`config.mk`:
```
export PLATFORM = sky130hd
export DESIGN_NAME = div_unit_top
export DESIGN_NICKNAME = d
export VERILOG_FILES = /design/src/common/div_types_pkg.sv /design/src/common/div_ctrl_pkg.sv /design/src/divider/div_fsm.sv /design/src/divider/div_step_counter.sv /design/src/divider/div_operand_prep.sv /design/src/divider/div_restoring_core.sv /design/src/divider/div_result_fixup.sv /design/src/hdl/div_unit_top.sv
export VERILOG_INCLUDE_DIRS = /design/src /design/src/common
export SDC_FILE = /design/constraint.sdc
export NUM_CORES = 1
export LEC_CHECK = 0
export BUFFER_PORTS_ARGS = -buffer_cell sky130_fd_sc_hd__clkbuf_2
export CAP_MARGIN = 20
export CORE_MARGIN = 2
export CORE_UTILIZATION = 25
export CTS_CLUSTER_DIAMETER = 200
export DETAILED_ROUTE_END_ITERATION = 10
export PLACE_DENSITY = 0.46
export SYNTH_ARGS = -nofsm -noshare
export SYNTH_HDL_FRONTEND = slang
export SYNTH_SLANG_ARGS = --single-unit
```
`constraint.sdc`:
```
create_clock -name aclk -period 4.9 [get_ports aclk]
set_clock_uncertainty 0.15 [all_clocks]
set_input_delay 0.49 -clock aclk [delete_from_list [all_inputs] [get_ports aclk]]
set_output_delay 0.49 -clock aclk [all_outputs]
set_load 0.03 [all_outputs]
```
`src/common/div_params.svh`:
```
/*
  global width and operation codes for the divide unit
  DIV_XLEN may be set to 16, 32 or 64
  op codes are the RISC-V M extension funct3 values
*/
`ifndef DIV_PARAMS_SVH
`define DIV_PARAMS_SVH

// data path width
`define DIV_XLEN 32

// funct3 encodings of the divide group
`define DIV_OP_DIV  3'b100
`define DIV_OP_DIVU 3'b101
`define DIV_OP_REM  3'b110
`define DIV_OP_REMU 3'b111

`endif

```
`src/common/div_types_pkg.sv`:
```
/*
  data path types of the divide unit
  all widths follow DIV_XLEN from the params header
  the accumulator is one bit wider than a word
*/
package div_types_pkg;

`include "div_params.svh"

    // operand and result word
    typedef logic [`DIV_XLEN-1:0] word_t;

    // partial remainder
    // extra msb holds the shifted-out bit before the compare
    typedef logic [`DIV_XLEN:0] acc_t;

    // index of the current quotient bit
    typedef logic [$clog2(`DIV_XLEN)-1:0] step_t;

endpackage

```
`src/common/div_ctrl_pkg.sv`:
```
/*
  control encodings of the divide unit
  op values match funct3 so decode logic can pass i_op straight in
  only the four divide codes are legal on the op input
*/
package div_ctrl_pkg;

`include "div_params.svh"

    // divide group operations
    typedef enum logic [2:0] {
        OP_DIV  = `DIV_OP_DIV,
        OP_DIVU = `DIV_OP_DIVU,
        OP_REM  = `DIV_OP_REM,
        OP_REMU = `DIV_OP_REMU
    } div_op_t;

    // controller states
    typedef enum logic [1:0] {
        ST_IDLE = 2'd0,
        ST_LOAD = 2'd1,
        ST_RUN  = 2'd2,
        ST_DONE = 2'd3
    } div_state_t;

endpackage

```
`src/divider/div_fsm.sv`:
```
/*
  controller of the iterative divider
  one operation in flight, no overlap with a pending result
  done state has a capture cycle, then holds o_out_valid
  until the sink takes the result
*/
module div_fsm (
    input  logic aclk,
    input  logic aresetn,
    input  logic i_valid,
    output logic i_ready_o,
    input  logic i_op_zero,
    input  logic i_last_step,
    input  logic i_out_ready,
    output logic o_load_en,
    output logic o_init,
    output logic o_step_en,
    output logic o_capture_en,
    output logic o_out_valid,
    output logic o_busy
);
    import div_ctrl_pkg::*;

    div_state_t state_q;
    div_state_t state_d;
    // set after the capture cycle of ST_DONE
    logic       valid_q;
    logic       taken;

    assign taken = valid_q && i_out_ready;

    //////////////////////////////////////////////////////////////////////
    // next state
    //////////////////////////////////////////////////////////////////////
    always_comb begin
        state_d = state_q;
        case (state_q)
            ST_IDLE: begin
                if (i_valid) begin
                    state_d = ST_LOAD;
                end
            end
            // zero divisor skips the whole iteration
            ST_LOAD: state_d = i_op_zero ? ST_DONE : ST_RUN;
            ST_RUN: begin
                if (i_last_step) begin
                    state_d = ST_DONE;
                end
            end
            ST_DONE: begin
                if (taken) begin
                    state_d = ST_IDLE;
                end
            end
            default: state_d = ST_IDLE;
        endcase
    end

    always_ff @(posedge aclk or negedge aresetn) begin
        if (!aresetn) begin
            state_q <= ST_IDLE;
            valid_q <= 1'b0;
        end else begin
            state_q <= state_d;
            // valid follows the capture in the first done cycle
            if (o_capture_en) begin
                valid_q <= 1'b1;
            end else if (taken) begin
                valid_q <= 1'b0;
            end
        end
    end

    //////////////////////////////////////////////////////////////////////
    // strobes and handshake
    //////////////////////////////////////////////////////////////////////
    // prep samples every idle cycle and keeps the value of the accept edge
    assign o_load_en    = (state_q == ST_IDLE);
    assign o_init       = (state_q == ST_LOAD);
    assign o_step_en    = (state_q == ST_RUN);
    assign o_capture_en = (state_q == ST_DONE) && !valid_q;
    assign i_ready_o    = (state_q == ST_IDLE);
    assign o_out_valid  = valid_q;
    assign o_busy       = (state_q != ST_IDLE);

    // a pending result holds the controller in done until taken
    a_valid_held: assert property (
        @(posedge aclk) disable iff (!aresetn)
        o_out_valid && !i_out_ready |=> o_out_valid && (state_q == ST_DONE)
    );

endmodule

```
`src/divider/div_step_counter.sv`:
```
/*
  step counter of the iterative divider
  cleared by init, one count per quotient bit
  last_step is high during the final step cycle
*/
`include "div_params.svh"

module div_step_counter (
    input  logic aclk,
    input  logic aresetn,
    input  logic i_init,
    input  logic i_step_en,
    output logic o_last_step
);
    import div_types_pkg::*;

    localparam step_t LAST = step_t'(`DIV_XLEN - 1);

    step_t count_q;

    always_ff @(posedge aclk or negedge aresetn) begin
        if (!aresetn) begin
            count_q <= '0;
        end else if (i_init) begin
            count_q <= '0;
        end else if (i_step_en) begin
            // wrap back to zero after the last bit
            count_q <= (count_q == LAST) ? '0 : count_q + step_t'(1);
        end
    end

    assign o_last_step = (count_q == LAST);

    // controller must stop stepping once the last bit is done
    a_no_extra_step: assert property (
        @(posedge aclk) disable iff (!aresetn)
        i_step_en && o_last_step |=> !i_step_en
    );

endmodule

```
`src/divider/div_operand_prep.sv`:
```
/*
  operand decode and sign handling
  registers magnitudes and flags while i_load_en is high
  so the value from the accept edge is held during the run
  signed overflow needs no special case here
*/
`include "div_params.svh"

module div_operand_prep (
    input  logic                  aclk,
    input  logic                  aresetn,
    input  logic                  i_load_en,
    input  div_ctrl_pkg::div_op_t i_op,
    input  div_types_pkg::word_t  i_dividend,
    input  div_types_pkg::word_t  i_divisor,
    output div_types_pkg::word_t  o_dividend_abs,
    output div_types_pkg::word_t  o_divisor_abs,
    output div_types_pkg::word_t  o_dividend_raw,
    output logic                  o_div_zero,
    output logic                  o_q_neg,
    output logic                  o_r_neg,
    output logic                  o_want_rem
);
    import div_types_pkg::*;
    import div_ctrl_pkg::*;

    logic  is_signed;
    logic  want_rem;
    logic  dvd_neg;
    logic  dvs_neg;
    word_t dvd_abs;
    word_t dvs_abs;

    // op decode
    assign is_signed = (i_op == OP_DIV) || (i_op == OP_REM);
    assign want_rem  = (i_op == OP_REM) || (i_op == OP_REMU);

    // only signed ops look at the msb
    assign dvd_neg = is_signed && i_dividend[`DIV_XLEN-1];
    assign dvs_neg = is_signed && i_divisor[`DIV_XLEN-1];

    // two's complement magnitude
    assign dvd_abs = dvd_neg ? (~i_dividend + word_t'(1)) : i_dividend;
    assign dvs_abs = dvs_neg ? (~i_divisor + word_t'(1)) : i_divisor;

    // operand words
    always_ff @(posedge aclk) begin
        if (i_load_en) begin
            o_dividend_abs <= dvd_abs;
            o_divisor_abs  <= dvs_abs;
            // kept for the divide by zero remainder
            o_dividend_raw <= i_dividend;
        end
    end

    // flags
    always_ff @(posedge aclk or negedge aresetn) begin
        if (!aresetn) begin
            o_div_zero <= 1'b0;
            o_q_neg    <= 1'b0;
            o_r_neg    <= 1'b0;
            o_want_rem <= 1'b0;
        end else if (i_load_en) begin
            o_div_zero <= (i_divisor == '0);
            // quotient negative when signs differ
            o_q_neg    <= dvd_neg ^ dvs_neg;
            // remainder follows the dividend
            o_r_neg    <= dvd_neg;
            o_want_rem <= want_rem;
        end
    end

endmodule

```
`src/divider/div_restoring_core.sv`:
```
/*
  restoring shift-subtract divider core
  unsigned magnitudes only, one quotient bit per step
  result is valid after DIV_XLEN steps following init
  divisor must be non-zero while stepping
*/
`include "div_params.svh"

module div_restoring_core (
    input  logic                 aclk,
    input  logic                 aresetn,
    input  logic                 i_init,
    input  logic                 i_step_en,
    input  div_types_pkg::word_t i_dividend_abs,
    input  div_types_pkg::word_t i_divisor_abs,
    output div_types_pkg::word_t o_quot,
    output div_types_pkg::word_t o_rem
);
    import div_types_pkg::*;

    acc_t  acc_q;
    // dividend bits shift out the top as quotient bits enter the bottom
    word_t quot_q;
    acc_t  shifted;
    acc_t  divisor_ext;
    acc_t  diff;
    logic  fits;

    //////////////////////////////////////////////////////////////////////
    // one step
    //////////////////////////////////////////////////////////////////////
    // bring down the next dividend bit
    assign shifted     = {acc_q[`DIV_XLEN-1:0], quot_q[`DIV_XLEN-1]};
    assign divisor_ext = {1'b0, i_divisor_abs};
    assign diff        = shifted - divisor_ext;
    // subtract only when the divisor fits
    assign fits        = (shifted >= divisor_ext);

    always_ff @(posedge aclk) begin
        if (i_init) begin
            acc_q  <= '0;
            quot_q <= i_dividend_abs;
        end else if (i_step_en) begin
            if (fits) begin
                acc_q  <= diff;
                quot_q <= {quot_q[`DIV_XLEN-2:0], 1'b1};
            end else begin
                acc_q  <= shifted;
                quot_q <= {quot_q[`DIV_XLEN-2:0], 1'b0};
            end
        end
    end

    // remainder is below the divisor so the top bit is zero
    assign o_quot = quot_q;
    assign o_rem  = acc_q[`DIV_XLEN-1:0];

    // zero divisor is routed around the run state
    a_divisor_nonzero: assert property (
        @(posedge aclk) disable iff (!aresetn)
        i_step_en |-> (i_divisor_abs != '0)
    );

endmodule

```
`src/divider/div_result_fixup.sv`:
```
/*
  sign restore, divide by zero substitution and result select
  output word is captured once per operation on i_capture_en
  and held until the next capture
*/
module div_result_fixup (
    input  logic                 aclk,
    input  logic                 aresetn,
    input  logic                 i_capture_en,
    input  div_types_pkg::word_t i_quot,
    input  div_types_pkg::word_t i_rem,
    input  div_types_pkg::word_t i_dividend_raw,
    input  logic                 i_div_zero,
    input  logic                 i_q_neg,
    input  logic                 i_r_neg,
    input  logic                 i_want_rem,
    output div_types_pkg::word_t o_result,
    output logic                 o_div_zero
);
    import div_types_pkg::*;

    word_t quot_signed;
    word_t rem_signed;
    word_t quot_final;
    word_t rem_final;
    word_t result_sel;

    // back to signed
    assign quot_signed = i_q_neg ? (~i_quot + word_t'(1)) : i_quot;
    assign rem_signed  = i_r_neg ? (~i_rem + word_t'(1)) : i_rem;

    // riscv divide by zero results
    assign quot_final = i_div_zero ? '1 : quot_signed;
    assign rem_final  = i_div_zero ? i_dividend_raw : rem_signed;

    assign result_sel = i_want_rem ? rem_final : quot_final;

    // result word
    always_ff @(posedge aclk) begin
        if (i_capture_en) begin
            o_result <= result_sel;
        end
    end

    // zero flag
    always_ff @(posedge aclk or negedge aresetn) begin
        if (!aresetn) begin
            o_div_zero <= 1'b0;
        end else if (i_capture_en) begin
            o_div_zero <= i_div_zero;
        end
    end

endmodule

```
`src/hdl/div_unit_top.sv`:
```
/*
  iterative 32-bit divide unit for the M extension
  valid/ready on both sides, one operation at a time
  non-zero divisor gives o_valid DIV_XLEN+2 edges after accept
  zero divisor gives o_valid 2 edges after accept
*/
module div_unit_top (
    input  logic                  aclk,
    input  logic                  aresetn,
    // request side
    input  logic                  i_valid,
    output logic                  i_ready,
    input  div_ctrl_pkg::div_op_t i_op,
    input  div_types_pkg::word_t  i_dividend,
    input  div_types_pkg::word_t  i_divisor,
    // response side
    output logic                  o_valid,
    input  logic                  o_ready,
    output div_types_pkg::word_t  o_result,
    output logic                  o_div_zero,
    output logic                  o_busy
);
    import div_types_pkg::*;

    // controller strobes
    logic  load_en;
    logic  init;
    logic  step_en;
    logic  capture_en;
    logic  last_step;
    // prep outputs
    word_t dividend_abs;
    word_t divisor_abs;
    word_t dividend_raw;
    logic  div_zero;
    logic  q_neg;
    logic  r_neg;
    logic  want_rem;
    // core outputs
    word_t quot;
    word_t rem;

    div_fsm i_div_fsm (
        .aclk         (aclk),
        .aresetn      (aresetn),
        .i_valid      (i_valid),
        .i_ready_o    (i_ready),
        .i_op_zero    (div_zero),
        .i_last_step  (last_step),
        .i_out_ready  (o_ready),
        .o_load_en    (load_en),
        .o_init       (init),
        .o_step_en    (step_en),
        .o_capture_en (capture_en),
        .o_out_valid  (o_valid),
        .o_busy       (o_busy)
    );

    div_step_counter i_div_step_counter (
        .aclk        (aclk),
        .aresetn     (aresetn),
        .i_init      (init),
        .i_step_en   (step_en),
        .o_last_step (last_step)
    );

    div_operand_prep i_div_operand_prep (
        .aclk           (aclk),
        .aresetn        (aresetn),
        .i_load_en      (load_en),
        .i_op           (i_op),
        .i_dividend     (i_dividend),
        .i_divisor      (i_divisor),
        .o_dividend_abs (dividend_abs),
        .o_divisor_abs  (divisor_abs),
        .o_dividend_raw (dividend_raw),
        .o_div_zero     (div_zero),
        .o_q_neg        (q_neg),
        .o_r_neg        (r_neg),
        .o_want_rem     (want_rem)
    );

    div_restoring_core i_div_restoring_core (
        .aclk           (aclk),
        .aresetn        (aresetn),
        .i_init         (init),
        .i_step_en      (step_en),
        .i_dividend_abs (dividend_abs),
        .i_divisor_abs  (divisor_abs),
        .o_quot         (quot),
        .o_rem          (rem)
    );

    div_result_fixup i_div_result_fixup (
        .aclk           (aclk),
        .aresetn        (aresetn),
        .i_capture_en   (capture_en),
        .i_quot         (quot),
        .i_rem          (rem),
        .i_dividend_raw (dividend_raw),
        .i_div_zero     (div_zero),
        .i_q_neg        (q_neg),
        .i_r_neg        (r_neg),
        .i_want_rem     (want_rem),
        .o_result       (o_result),
        .o_div_zero     (o_div_zero)
    );

endmodule

```
* Word level (Yosys, flattened, before mapping) *
Cells that the tools add are included.

word-level totals
  memory bits (writable) = 0
  memories = 0
  bits in registers = 205
  bits in latches = 0
  word-level logic and storage cells = 70
  memory bits (read-only) = 0
  output and inout port bits = 36
  input port bits = 71

operators by class
  add/sub/neg operators = 6
  shift operators = 0
  muxes and demuxes = 21
  multiply operators = 0
  div/mod/pow operators = 0
  equality and inequality tests = 10
  bitwise logic cells = 5
  $lt $le $gt $ge = 1
  reductions and logical operators = 13

operators by type and width
  kind                     count
  $mux W32                 10
  $add A32 B1 Y32 const B  4
  $not A32 Y32             4
  $ge A33 B32 Y1           1
  $logic_not A32 Y1        1
  $sub A32 B32 Y32         1
  $mux W5                  3
  $eq A3 B3 Y1 const B     3
  $pmux W2 S4              1
  $mux W2                  3
  $reduce_bool A2 Y1       3
  $add A5 B1 Y5 const B    1
  $eq A5 B5 Y1 const B     1
  $eq A2 B2 Y1 const B     2
  $logic_and A1 B1 Y1      4
  $mux W1                  4
  $ne A2 B1 Y1 const B     2
  $reduce_and A3 Y1        1
  $eq A2 B1 Y1 const B     1
  $logic_not A2 Y1         1
  $logic_or A1 B1 Y1       2
  $ne A2 B2 Y1 const B     1
  $logic_not A1 Y1         1
  $xor A1 B1 Y1            1

* Logic depth before layout (Yosys ltp) *
Gate-level depths: netlist (run 1).

  word-level depth = 5
  depth in mapped cells = 13
  mapped depth without buffers = 12

* Hierarchy *
A second synthesis (run 1) with hierarchy kept.

unflattened totals
  cells, all modules = 1,231
  area, all modules = 12,582.1 µm²

by module, submodules not included
  module              times used  cells an instance  area each (µm²)
  div_restoring_core  1           523                4,679.5
  div_operand_prep    1           308                4,354.2
  div_result_fixup    1           353                3,037.9
  div_step_counter    1           26                 294.0
  div_fsm             1           21                 216.5

* Worst setup path before layout (run 1) *
Ideal clock, no wire load.

  kind = register to register
  from = reg i_div_fsm.state_q[0]
  to = reg i_div_fsm.state_q[0]
  library setup time = 0.092 ns
  arrival time = 4.625 ns
  cell stages (with the launch flop) = 9
  data required time = 4.658 ns
  setup slack = 0.033 ns
  cell sequence = dfrtp_1 inv_1 ha_1 inv_1 o22ai_1 a21oi_1 nand3_1 o21ai_0 a21oi_1

between the ends
  longest elaborated chain between the ends = 3

RTL lines
  element                      RTL line            source
  start: declaration           div_fsm.sv:24       div_state_t state_q;
  start signal: assignment     div_fsm.sv:64       state_q <= state_d;
  $logic_not A2 Y1 (*)         n/a
  net i_ready                  div_unit_top.sv:12  output logic i_ready,
  $ne A2 B2 Y1 (no line)       n/a
  $reduce_and A3 Y1 (no line)  n/a

The timed path passes the listed nets; every way through them passes the cells marked *.
A chain may end at the register's enable or synchronous reset.

* Worst setup path after layout (run 1) *
  from = reg i_div_restoring_core.acc_q[1]
  to = reg i_div_restoring_core.acc_q[4]

between the ends
  longest elaborated chain between the ends = 2

RTL lines
  element                                             RTL line                                            source
  start: declaration                                  div_restoring_core.sv:21                            acc_t acc_q;
  start signal: assignment                            div_restoring_core.sv:45                            acc_q <= diff;
  start signal: assignment                            div_restoring_core.sv:48                            acc_q <= shifted;
  $sub A32 B32 Y32 or $ge A33 B32 Y1 (tied branches)  div_restoring_core.sv:35, div_restoring_core.sv:37
  $mux W32 (*)                                        div_restoring_core.sv:44                            if (fits) begin

Mark *: on every way between the ends. The rest lies on a longest branch, timed or not.

==> results of run 1 <==
-- synth_stat cells, types with 6 or more instances --
master,count
edfxtp_1,159
o21ai_0,101
nand2_1,86
nor2_1,76
a21oi_1,73
xnor2_1,73
xor2_1,70
inv_1,59
clkbuf_1,44
ha_1,42
nand3_1,38
dfxtp_1,32
mux2_2,32
o31ai_1,22
o41ai_1,22
a311oi_1,19
and3_1,17
nor3_1,16
o22a_1,16
or3_1,14
dfrtp_1,13
nor4_1,13
a211oi_1,12
a21o_1,12
or4_1,12
a31oi_1,11
nand2b_1,10
nor2b_1,10
or2_2,10
nand4_1,9
buf_1,8
o22ai_1,8
mux2i_1,6
-- state kept, by name (all words and copies together), names as in the netlist --
name	flops
i_div_operand_prep.o_r_neg	1
i_div_restoring_core.o_quot	32
i_div_result_fixup.o_div_zero	1
i_div_fsm.state_q	2
i_div_result_fixup.o_result	32
i_div_operand_prep.o_dividend_abs	31
i_div_fsm.o_out_valid	1
i_div_operand_prep.o_dividend_raw	32
i_div_operand_prep.o_want_rem	1
i_div_step_counter.count_q	5
i_div_operand_prep.o_divisor_abs	32
i_div_restoring_core.acc_q	32
i_div_operand_prep.o_div_zero	1
i_div_operand_prep.o_q_neg	1
-- power groups by stage --
stage | logic, uW | registers, uW | clock network [uW]
after floorplan | 3280 | 3440 | 0
after global placement | 4850 | 3500 | 0
after detailed placement | 4850 | 3510 | 0
after CTS | 4880 | 3480 | 1760
after global routing | 5370 | 3570 | 1820
final | 4840 | 3480 | 1710
-- worst register-to-register path: cells and delay by family, from the launching register on --
family | cells | cell delay (ns)
AO/OA/AOI/OAI | 7 | 2.22
adder cells (fa/ha/maj) | 1 | 0.42
flip-flops | 1 | 0.40
buffers and inverters | 1 | 0.32
AND/OR/NAND/NOR | 1 | 0.24
-- routing by layer --
metal  wire length [um]  global-route usage [%]
met5                 13                       0
met2              18330                   25.35
met3               1693                   2.251
met4                741                   4.016
met1              17820                   20.34
-- cell type report --
class                      instances  area (um^2)  share of cell area [%]
sequential                       204         5741                   39.73
tap                              664        830.8                   5.750
multi-input combinational        904         6192                   42.86
clock inverter                     9        61.31                  0.4243
inverter                          60        225.2                   1.559
clock buffer                      35        676.9                   4.685
antenna                            2        5.005                 0.03464
timing repair buffer             127        716.9                   4.962
-- stage by stage --
stage               cell area, um^2  power [uW]
finish                        14450       10030
global route                  14440       10760
CTS                           14430       10120
detailed placement            13640        8360
global placement              13640        8350
floorplan                     12320        6721
-- worst min-delay path by stage --
| stage | from | endpoint | slack, ns | cells past startpoint |
|---|---|---|---|---|
| 2_1_floorplan | aresetn | i_div_fsm.o_out_valid | 0.04 | 0 |
| 3_3_place_gp | aresetn | i_div_fsm.o_out_valid | 0.32 | 1 |
| 3_5_place_dp | aresetn | i_div_fsm.o_out_valid | 0.30 | 1 |
| 4_1_cts | i_dividend[29] | i_div_operand_prep.o_dividend_raw[29] | 0.002 | 1 |
| 5_1_grt | i_dividend[29] | i_div_operand_prep.o_dividend_raw[29] | 0.02 | 1 |
| 6_report | i_dividend[29] | i_div_operand_prep.o_dividend_raw[29] | 0.03 | 1 |
-- kinds of logic (layout without fill, tap and decap cells) --
kind of cell	after synthesis	after routing	synth area share, %
AOI/OAI and AO/OA	345	345	18.28
xor gates and xnor gates	143	143	10.17
buffers and inverters	113	231	3.453
DFF	204	204	46.60
other	0	2	0
adders and majority gates	43	43	4.429
muxes	38	38	3.413
and+or+nand+nor	335	335	13.65
-- placed cells by master (no fill, tap or decap), types with 6 or more instances in the layout --
cell / instances
nand4_1: 9
mux2i_1: 6
xnor2_1: 73
nor2b_1: 9
dfxtp_1: 32
dfrtp_1: 13
o41ai_1: 22
o31ai_1: 22
edfxtp_1: 159
a211oi_1: 10
nand3_1: 38
a31oi_1: 11
or2_2: 10
nor4_1: 13
a21oi_1: 73
xor2_1: 70
or3_1: 14
clkinv_2: 6
o22ai_1: 8
o21ai_0: 101
clkbuf_1: 8
clkbuf_2: 106
and3_1: 17
nand2_1: 86
nand2b_1: 10
a21o_1: 12
or4_1: 12
clkbuf_16: 25
nor3_1: 16
o22a_1: 16
ha_1: 40
buf_4: 14
a311oi_1: 19
nor2_1: 76
inv_1: 59
mux2_2: 32
==> impl_metrics.yaml, run 1 <==
finish:
  drive_above_1_share_pct: 15.98
  layout.nets: 1435
  layoutNonFillerInstCount: 2005
  fill_cells: 5038
  area.growth.synth_to_final_pct: 17.30
  utilization_pct: 29.64
critical_path:
  cp_cell_sequence: "ha_1 -> nand3_1 -> a21oi_1 -> o311a_1 -> o211a_1 -> o21ai_1 -> a211oi_4 -> buf_4 -> o221ai_1 -> a311oi_1"
  critical_path.top_delay_family: "compound AO/OA/AOI/OAI gates"
  cpMaxStageDelayCell: "a211oi_4"
  worstReg2RegStart: "i_div_restoring_core.acc_q[1]"
  crit_path_max_incr_delay_ns: 0.84
  worstRegToRegCells: 10
  worstPathRequired_ns: 5.20
  crit_path_max_fanout: 20
  cp-end-kind: "flop"
  startpoint_type: "flop"
  path_depth: 10
  r2r_end: "i_div_restoring_core.acc_q[4]"
  crit_end: "i_div_restoring_core.acc_q[4]"
  path_class: "reg -> reg"
  arrival_ns: 4.14
  cp_num_buf_inv: 1
  reg2reg_slack_ns: 1.06
  cp-startpoint: "i_div_restoring_core.acc_q[1]"
floorplan:
  core_area_um2: 48750
  rows: 81
  start_util_pct: 25.27
  die_h_um: 226.0
  fp.dieW_um: 226.0
  ioPinCount: 107
  dieArea_um2: 51060
sta:
  setup_ws_ns: 1.059
  tightest_slew_ns: 1.004
  fin_crit_ns: 3.841
  fin_crit_sh_pct: 78.39
  max_freq_ghz: 0.2603
  hold_violations: 0
  rsz0062_at_grt: "false"
  maxSlewViolCount: 0
  setup_violations: 0
  relSlewSlack_pct: 33.04
  fin_setup_tns_ns: 0
  holdWs_ns: 0.02639
synth:
  synth_enable_flop_cells: 159
  synthesis.nets: 1335
  synth.cell_area_um2: 12320
  synthCells: 1221
  ys_ff_latch: 204
  synth-async-reset-ratio_pct: 6.373
  post_synth_main_area_contributors: "edfxtp_1 (39%), dfxtp_1 (5.2%), xnor2_1 (5.2%)"
  yosysTopAreaCell: "edfxtp_1"
  synth.distinct_cells: 68
  synth_flop_cell: "edfxtp_1"
  yosysTopAreaCellShare_pct: 38.76
  avgSynthCellArea_um2: 10.09
  yosysSeqAreaShare_pct: 46.60
  ys_warn_count: 0
clocking:
  clk_latency_ns: 0.55
  cts_buffer_depth: 3
  h-tree-depth: 1
  cts_repair_resize_count: 0
  clk_pin_slew_ns: 0.06
  holdBufCountCts: 5
  cts_tree: "built"
  clock_sinks: 204
  cts_made_buffers: 24
  cts-root-buf: "clkbuf_16"
  post_cts_buffers: 0
pwr:
  power_density_nw_per_um2: 694.2
  ir_worst_vdd_mv: 0.3538
  p_sw_uw: 4398
  cellInternalPower_uw: 5632
  pwr-share-clk_pct: 17.0
  power_frac_seq_pct: 34.7
  total_leakage_power_uw: 0.005382
  p_sw_share_pct: 43.85
  combPwrFrac_pct: 48.3
route:
  wl_um: 38600
  drtIter0Drc: 669
  firstDrtPassIters: 5
  vias: 9870
  drt-vias-per-instance: 4.923
  drc: 0
  detail-route-antenna-nets: 0
  wl_per_cell_um: 19.25
placed_design:
  place.gp.congestion: 0.8473
  hpwl_um: 28490
  place_inst: 1953
  numPortBuffers: 106
  place_ws_ns: 1.174
grt:
  gr-total-overflow: 0
  track_usage_pct: 15.14
  grt_pass1_wl_um: 59150
  grt_max_degree: 74
  antenna_found_initial: 2
  grt_pass1_vias: 9689
min_path:
  min_path_type: "in -> reg"
status:
  outcome: "finished clean"
job:
  drv_cap: 0
Power figures use the tool's default switching activity.
==> inputs of run 2 (changes only) <==
==> constraint.sdc (replaced) <==
create_clock -name aclk -period 3.7 [get_ports aclk]
set_clock_uncertainty 0.15 [all_clocks]
set_input_delay 0.37 -clock aclk [delete_from_list [all_inputs] [get_ports aclk]]
set_output_delay 0.37 -clock aclk [all_outputs]
set_load 0.03 [all_outputs]
==> impl_metrics.yaml, run 2 (synthesis gave the netlist of run 1 again) <==
finish:
  layoutNonFillerInstCount: 2067
  fill_cells: 5053
  final_cell_mix: "edfxtp_1 (159), clkbuf_2 (106), o21ai_0 (101), nand2_1 (86), nor2_1 (76)"
  drive_above_1_share_pct: 18.03
  layout.nets: 1499
  final_common_cell: "edfxtp_1"
  diodes: 0
  area.growth.synth_to_final_pct: 23.42
  fin_area_um2: 15200
grt:
  grt_pass1_vias: 10164
  grt_max_degree: 70
  grt_pass1_wl_um: 60760
  gr-total-overflow: 0
  antenna_found_initial: 1
  grtUsageMet1_pct: 20.68
  grtUsageMet2_pct: 26.33
  busiest_layer: "met2"
  use_met3_pct: 2.030
  track_usage_pct: 15.47
clocking:
  cts_made_buffers: 24
  clk_latency_ns: 0.55
  cts_buffer_depth: 3
  cts-root-buf: "clkbuf_16"
  h-tree-depth: 1
  clock_sinks: 204
  cts_tree: "built"
  clk_pin_slew_ns: 0.06
job:
  drv_cap: 0
route:
  wl_um: 39170
  drtIter0Drc: 763
  vias: 10011
  firstDrtPassIters: 5
  drt-vias-per-instance: 4.843
  wl_per_cell_um: 18.95
  drc: 0
  detail-route-antenna-nets: 0
critical_path:
  path_class: "reg -> reg"
  critical_path.top_delay_family: "simple AND/OR/NAND/NOR gates"
  arrival_ns: 3.69
  cpMaxStageDelayCell: "or3_1"
  cp_num_buf_inv: 2
  worstReg2RegStart: "i_div_operand_prep.o_divisor_abs[24]"
  crit_path_max_incr_delay_ns: 0.43
  cp-end-kind: "flop"
  startpoint_type: "flop"
  cp-startpoint: "i_div_operand_prep.o_divisor_abs[24]"
  crit_path_max_fanout: 21
  cp_cell_sequence: "inv_1 -> ha_2 -> nand2_1 -> or3_1 -> nor4b_4 -> a21boi_0 -> o21ai_1 -> a211o_2 -> buf_12 -> nor2_1 -> o311ai_0"
  worstPathRequired_ns: 3.97
  reg2reg_slack_ns: 0.27
pwr:
  p_sw_share_pct: 42.48
  ir_worst_vdd_mv: 0.4056
  cellInternalPower_uw: 7929
  power_density_nw_per_um2: 906.6
  p_sw_uw: 5854
  pwr-share-clk_pct: 18.7
  combPwrFrac_pct: 48.8
  total_leakage_power_uw: 0.005756
  power_frac_seq_pct: 32.5
sta:
  maxSlewViolCount: 0
  fin_crit_sh_pct: 92.59
  setup_violations: 0
  fin_crit_ns: 3.426
  hold_violations: 0
  rsz0062_at_grt: "false"
  tightest_slew_ns: 0.9591
  fin_setup_tns_ns: 0
  max_freq_ghz: 0.2919
  relSlewSlack_pct: 36.06
floorplan:
  dieArea_um2: 51060
  die_h_um: 226.0
  fp.dieW_um: 226.0
  ioPinCount: 107
  rows: 81
  start_util_pct: 25.27
  core_area_um2: 48750
placed_design:
  place.gp.congestion: 0.8175
  place_inst: 1982
  hpwl_um: 29010
  numPortBuffers: 106
  placed_area_um2: 13890
min_path:
  min_path_type: "in -> reg"
  hold_start: "i_divisor[12]"
status:
  outcome: "finished clean"
## run 2: cell count changes in the layout (fill, tap and decap cells not counted), sizes merged
cell         before  now
buf              16   45
bufinv            0    4
clkbuf          141  136
clkinv            7    6
diode             2    0
dlygate4sd3       5   40
inv              60   62
## run 2: worst register-to-register path, stage by stage, from the launching register on
cell and delay, ns:
edfxtp_1 0.33, inv_1 0.06, ha_2 0.41, nand2_1 0.17, or3_1 0.44, nor4b_4 0.36
a21boi_0 0.19, o21ai_1 0.24, a211o_2 0.29, buf_12 0.19, nor2_1 0.14, o311ai_0 0.34
## run 2: worst paths after layout
check	cells past startpoint	endpoint
min in group asynchronous	2	i_div_operand_prep.o_div_zero
max reg2reg	11	i_div_restoring_core.acc_q[2]
min reg2reg	1	i_div_step_counter.count_q[0]
max	11	i_div_restoring_core.acc_q[2]
max in group asynchronous	2	i_div_operand_prep.o_want_rem
min	2	i_div_operand_prep.o_divisor_abs[12]
## run 2: power by group through the flow
stage / Combinational, uW / Clock (uW) / Sequential (uW)
after CTS: 6740 / 2650 / 4490
final: 6730 / 2580 / 4470
after detailed placement: 6670 / 0 / 4530
after global routing: 7420 / 2740 / 4590
after global placement: 6660 / 0 / 4520
after floorplan: 4360 / 0 / 4520
## run 2: area by class of cell
type	count	area [um^2]	area share [%]
clock buffers	30	664.4	4.370
clock inverters	14	191.4	1.259
inverters	60	225.2	1.481
multi-input cells	904	6225	40.94
flip-flops and latches	204	5741	37.76
well taps	664	830.8	5.465
repair buffers	191	1326	8.724
## run 2: routing by layer
layer / up-vias / wire length (um) / share of wire, %
li1: 4903 / - / -
met1: 4851 / 18080 / 46
met2: 212 / 18670 / 48
met3: 45 / 1655 / 4.2
met4: 0 / 763 / 1.9
met5: - / 0 / 0
## run 2: what timing repair did
action,4_1_cts,5_1_grt
endpoints found under the hold margin,53,0
hold buffers,40,0
setup endpoints to repair,15,28
gates resized for setup,1,7
buffers inserted,0,0
## run 2: per-stage QoR
stage	util [%]	hold WS (ns)	worst slack, ns	total power [uW]
floorplan	-	-0.07559	0.3383	8875
global placement	28.50	0.1773	-0.1722	11180
detailed placement	28.50	0.1751	-0.09416	11200
CTS	31.09	0.00005512	0.09273	13880
global route	31.19	0.01059	0.04361	14750
finish	31.19	0.01449	0.2743	13780
==> inputs of run 3 (changes only) <==
--- a/config.mk
+++ b/config.mk
@@ -15,4 +15,5 @@
 export PLACE_DENSITY = 0.46
 export SYNTH_ARGS = -nofsm -noshare
 export SYNTH_HDL_FRONTEND = slang
+export SYNTH_HIERARCHICAL = 1
 export SYNTH_SLANG_ARGS = --single-unit
==> constraint.sdc (replaced) <==
create_clock -name aclk -period 3.75 [get_ports aclk]
set_clock_uncertainty 0.15 [all_clocks]
set_input_delay 0.375 -clock aclk [delete_from_list [all_inputs] [get_ports aclk]]
set_output_delay 0.375 -clock aclk [all_outputs]
set_load 0.03 [all_outputs]
==> impl_metrics.yaml, run 3 <==
synth:
  synth_commonest_cells: "edfxtp_1 (159), a21oi_1 (92), nor2_1 (88), nand2_1 (74), xnor2_1 (74)"
  synth_enable_flop_cells: 159
  synthCells: 1231
  avgSynthCellArea_um2: 10.22
  synth_flop_cell: "edfxtp_1"
  yosysMostFrequentCell: "edfxtp_1"
  yosysTopAreaCellShare_pct: 37.95
  synth.cell_area_um2: 12580
  ys_ff_latch: 204
  post_synth_main_area_contributors: "edfxtp_1 (38%), xnor2_1 (5.2%), dfxtp_1 (5.1%)"
  synth.distinct_cells: 84
  ys_warn_count: 6
  synthesis.nets: 1345
  synth-async-reset-ratio_pct: 6.373
  yosysSeqAreaShare_pct: 45.62
  yosysTopAreaCell: "edfxtp_1"
pwr:
  total_leakage_power_uw: 0.005622
  ir_worst_vdd_mv: 0.5159
  power_density_nw_per_um2: 872.9
route:
  detail-route-antenna-nets: 0
  wl_per_cell_um: 18.27
  drc: 0
  vias: 10089
  wl_um: 37670
  drtIter0Drc: 698
  drt-vias-per-instance: 4.893
  firstDrtPassIters: 5
sta:
  hold_violations: 0
  setup_violations: 0
  fin_crit_sh_pct: 85.18
  fin_setup_tns_ns: 0
  maxSlewViolCount: 0
  tightest_slew_ns: 0.9080
  rsz0062_at_grt: "false"
  fin_crit_ns: 3.194
  relSlewSlack_pct: 39.47
  max_freq_ghz: 0.3131
floorplan:
  ioPinCount: 107
  dieArea_um2: 52140
  die_h_um: 228.3
  rows: 82
  fp.dieW_um: 228.3
  start_util_pct: 25.18
  core_area_um2: 49970
critical_path:
  crit_path_max_fanout: 14
  startpoint_type: "flop"
  worstPathRequired_ns: 3.87
  arrival_ns: 3.31
  cp-end-kind: "flop"
  path_class: "reg -> reg"
placed_design:
  numPortBuffers: 106
  hpwl_um: 28440
  place.gp.congestion: 0.8499
clocking:
  cts-root-buf: "clkbuf_16"
  clk_pin_slew_ns: 0.06
  cts_made_buffers: 24
  clk_latency_ns: 0.54
  clock_sinks: 204
  cts_tree: "built"
  h-tree-depth: 1
  cts_buffer_depth: 3
finish:
  multi_input_area_um2: 6314
  regArea_um2: 5741
  utilization_pct: 30.20
  diodes: 0
  drive_above_1_share_pct: 18.06
  area.growth.synth_to_final_pct: 19.94
  final_cell_mix: "edfxtp_1 (159), clkbuf_2 (106), a21oi_1 (92), nor2_1 (88)"
  layout.nets: 1486
  final_common_cell: "edfxtp_1"
  fill_cells: 5214
status:
  outcome: "finished clean"
grt:
  grt_pass1_wl_um: 58390
  gr-total-overflow: 0
  antenna_found_initial: 0
  grt_pass1_vias: 10041
  grt_max_degree: 44
  track_usage_pct: 14.21
min_path:
  min_path_type: "in -> reg"
job:
  drv_cap: 0
[run 3: path summary, 6_finish.rpt]
path	from	end	slack, ns	depth (start not counted)
setup / recovery	i_div_restoring_core/o_quot[14]	i_div_result_fixup/o_result[29]	0.56	6
hold / removal	i_divisor[15]	i_div_operand_prep/o_divisor_abs[15]	0.02	2
setup reg to reg	i_div_restoring_core/o_quot[14]	i_div_result_fixup/o_result[29]	0.56	6
hold reg to reg	i_div_result_fixup/o_div_zero	i_div_result_fixup/o_div_zero	0.37	1
max in group asynchronous	aresetn	i_div_operand_prep/o_div_zero	2.95	2
min in group asynchronous	aresetn	i_div_operand_prep/o_r_neg	0.18	2
[run 3: timing repair]
item | in CTS | in global routing
gates resized for setup | 0 | 0
hold endpoints to repair | 53 | 0
hold buffers | 35 | 0
setup buffers | 0 | 0
endpoints found under the setup margin | 0 | 0
[run 3: metrics by stage]
stage / total power, uW / setup WS (ns) / hold slack (ns) / cells / instance area [um^2]
after floorplan: 8801 / 0.9560 / -0.07059 / 1231 / 12580
after global placement: 10790 / 0.5915 / 0.2071 / 1982 / 13940
after detailed placement: 10810 / 0.6151 / 0.2027 / 1982 / 13940
after CTS: 13270 / 0.5783 / 0.007018 / 2061 / 15080
after global routing: 14120 / 0.2768 / 0.01276 / 2062 / 15090
final: 13170 / 0.5557 / 0.02071 / 2062 / 15090
[run 3: cell families (layout without fill, tap and decap cells)]
| kind of cell | after synthesis | after routing | share of synthesized area (%) |
|---|---|---|---|
| xor gates and xnor gates | 134 | 134 | 9.328 |
| muxes | 55 | 55 | 4.743 |
| AOI/OAI and AO/OA | 346 | 346 | 18.36 |
| DFF | 204 | 204 | 45.62 |
| adders and majority gates | 43 | 43 | 4.336 |
| buffers and inverters | 129 | 288 | 4.316 |
| and+or+nand+nor | 320 | 320 | 13.30 |
[run 3: layout make-up]
type,instances,area share (%)
clock buffer,29,4.104
clock inverter,15,1.078
inverter,66,1.642
timing repair buffer,178,7.727
tap,672,5.572
multi-input combinational,898,41.84
sequential,204,38.04
[run 3: per-layer routing]
layer  routed length [um]  GRT usage [%]  vias up
met5                    0              0        -
met4                  986          4.330        0
met3                 1178          1.697       46
met2                18930          25.58      195
met1                16580          17.71     4953
li1                     -              -     4895
[run 3: report_power, final]
part           internal, uW  switching [uW]
Combinational          2450            3950
Sequential             3690             730
Clock                  1390             969
Total                  7530            5640
[run 3: critical path: stages, from the launching register on]
cell and delay [ns]:
edfxtp_1 0.46, or4_1 0.54, or4_1 0.75, nor3_1 0.34, mux2_2 0.37, o21ai_0 0.17, o211ai_1 0.13
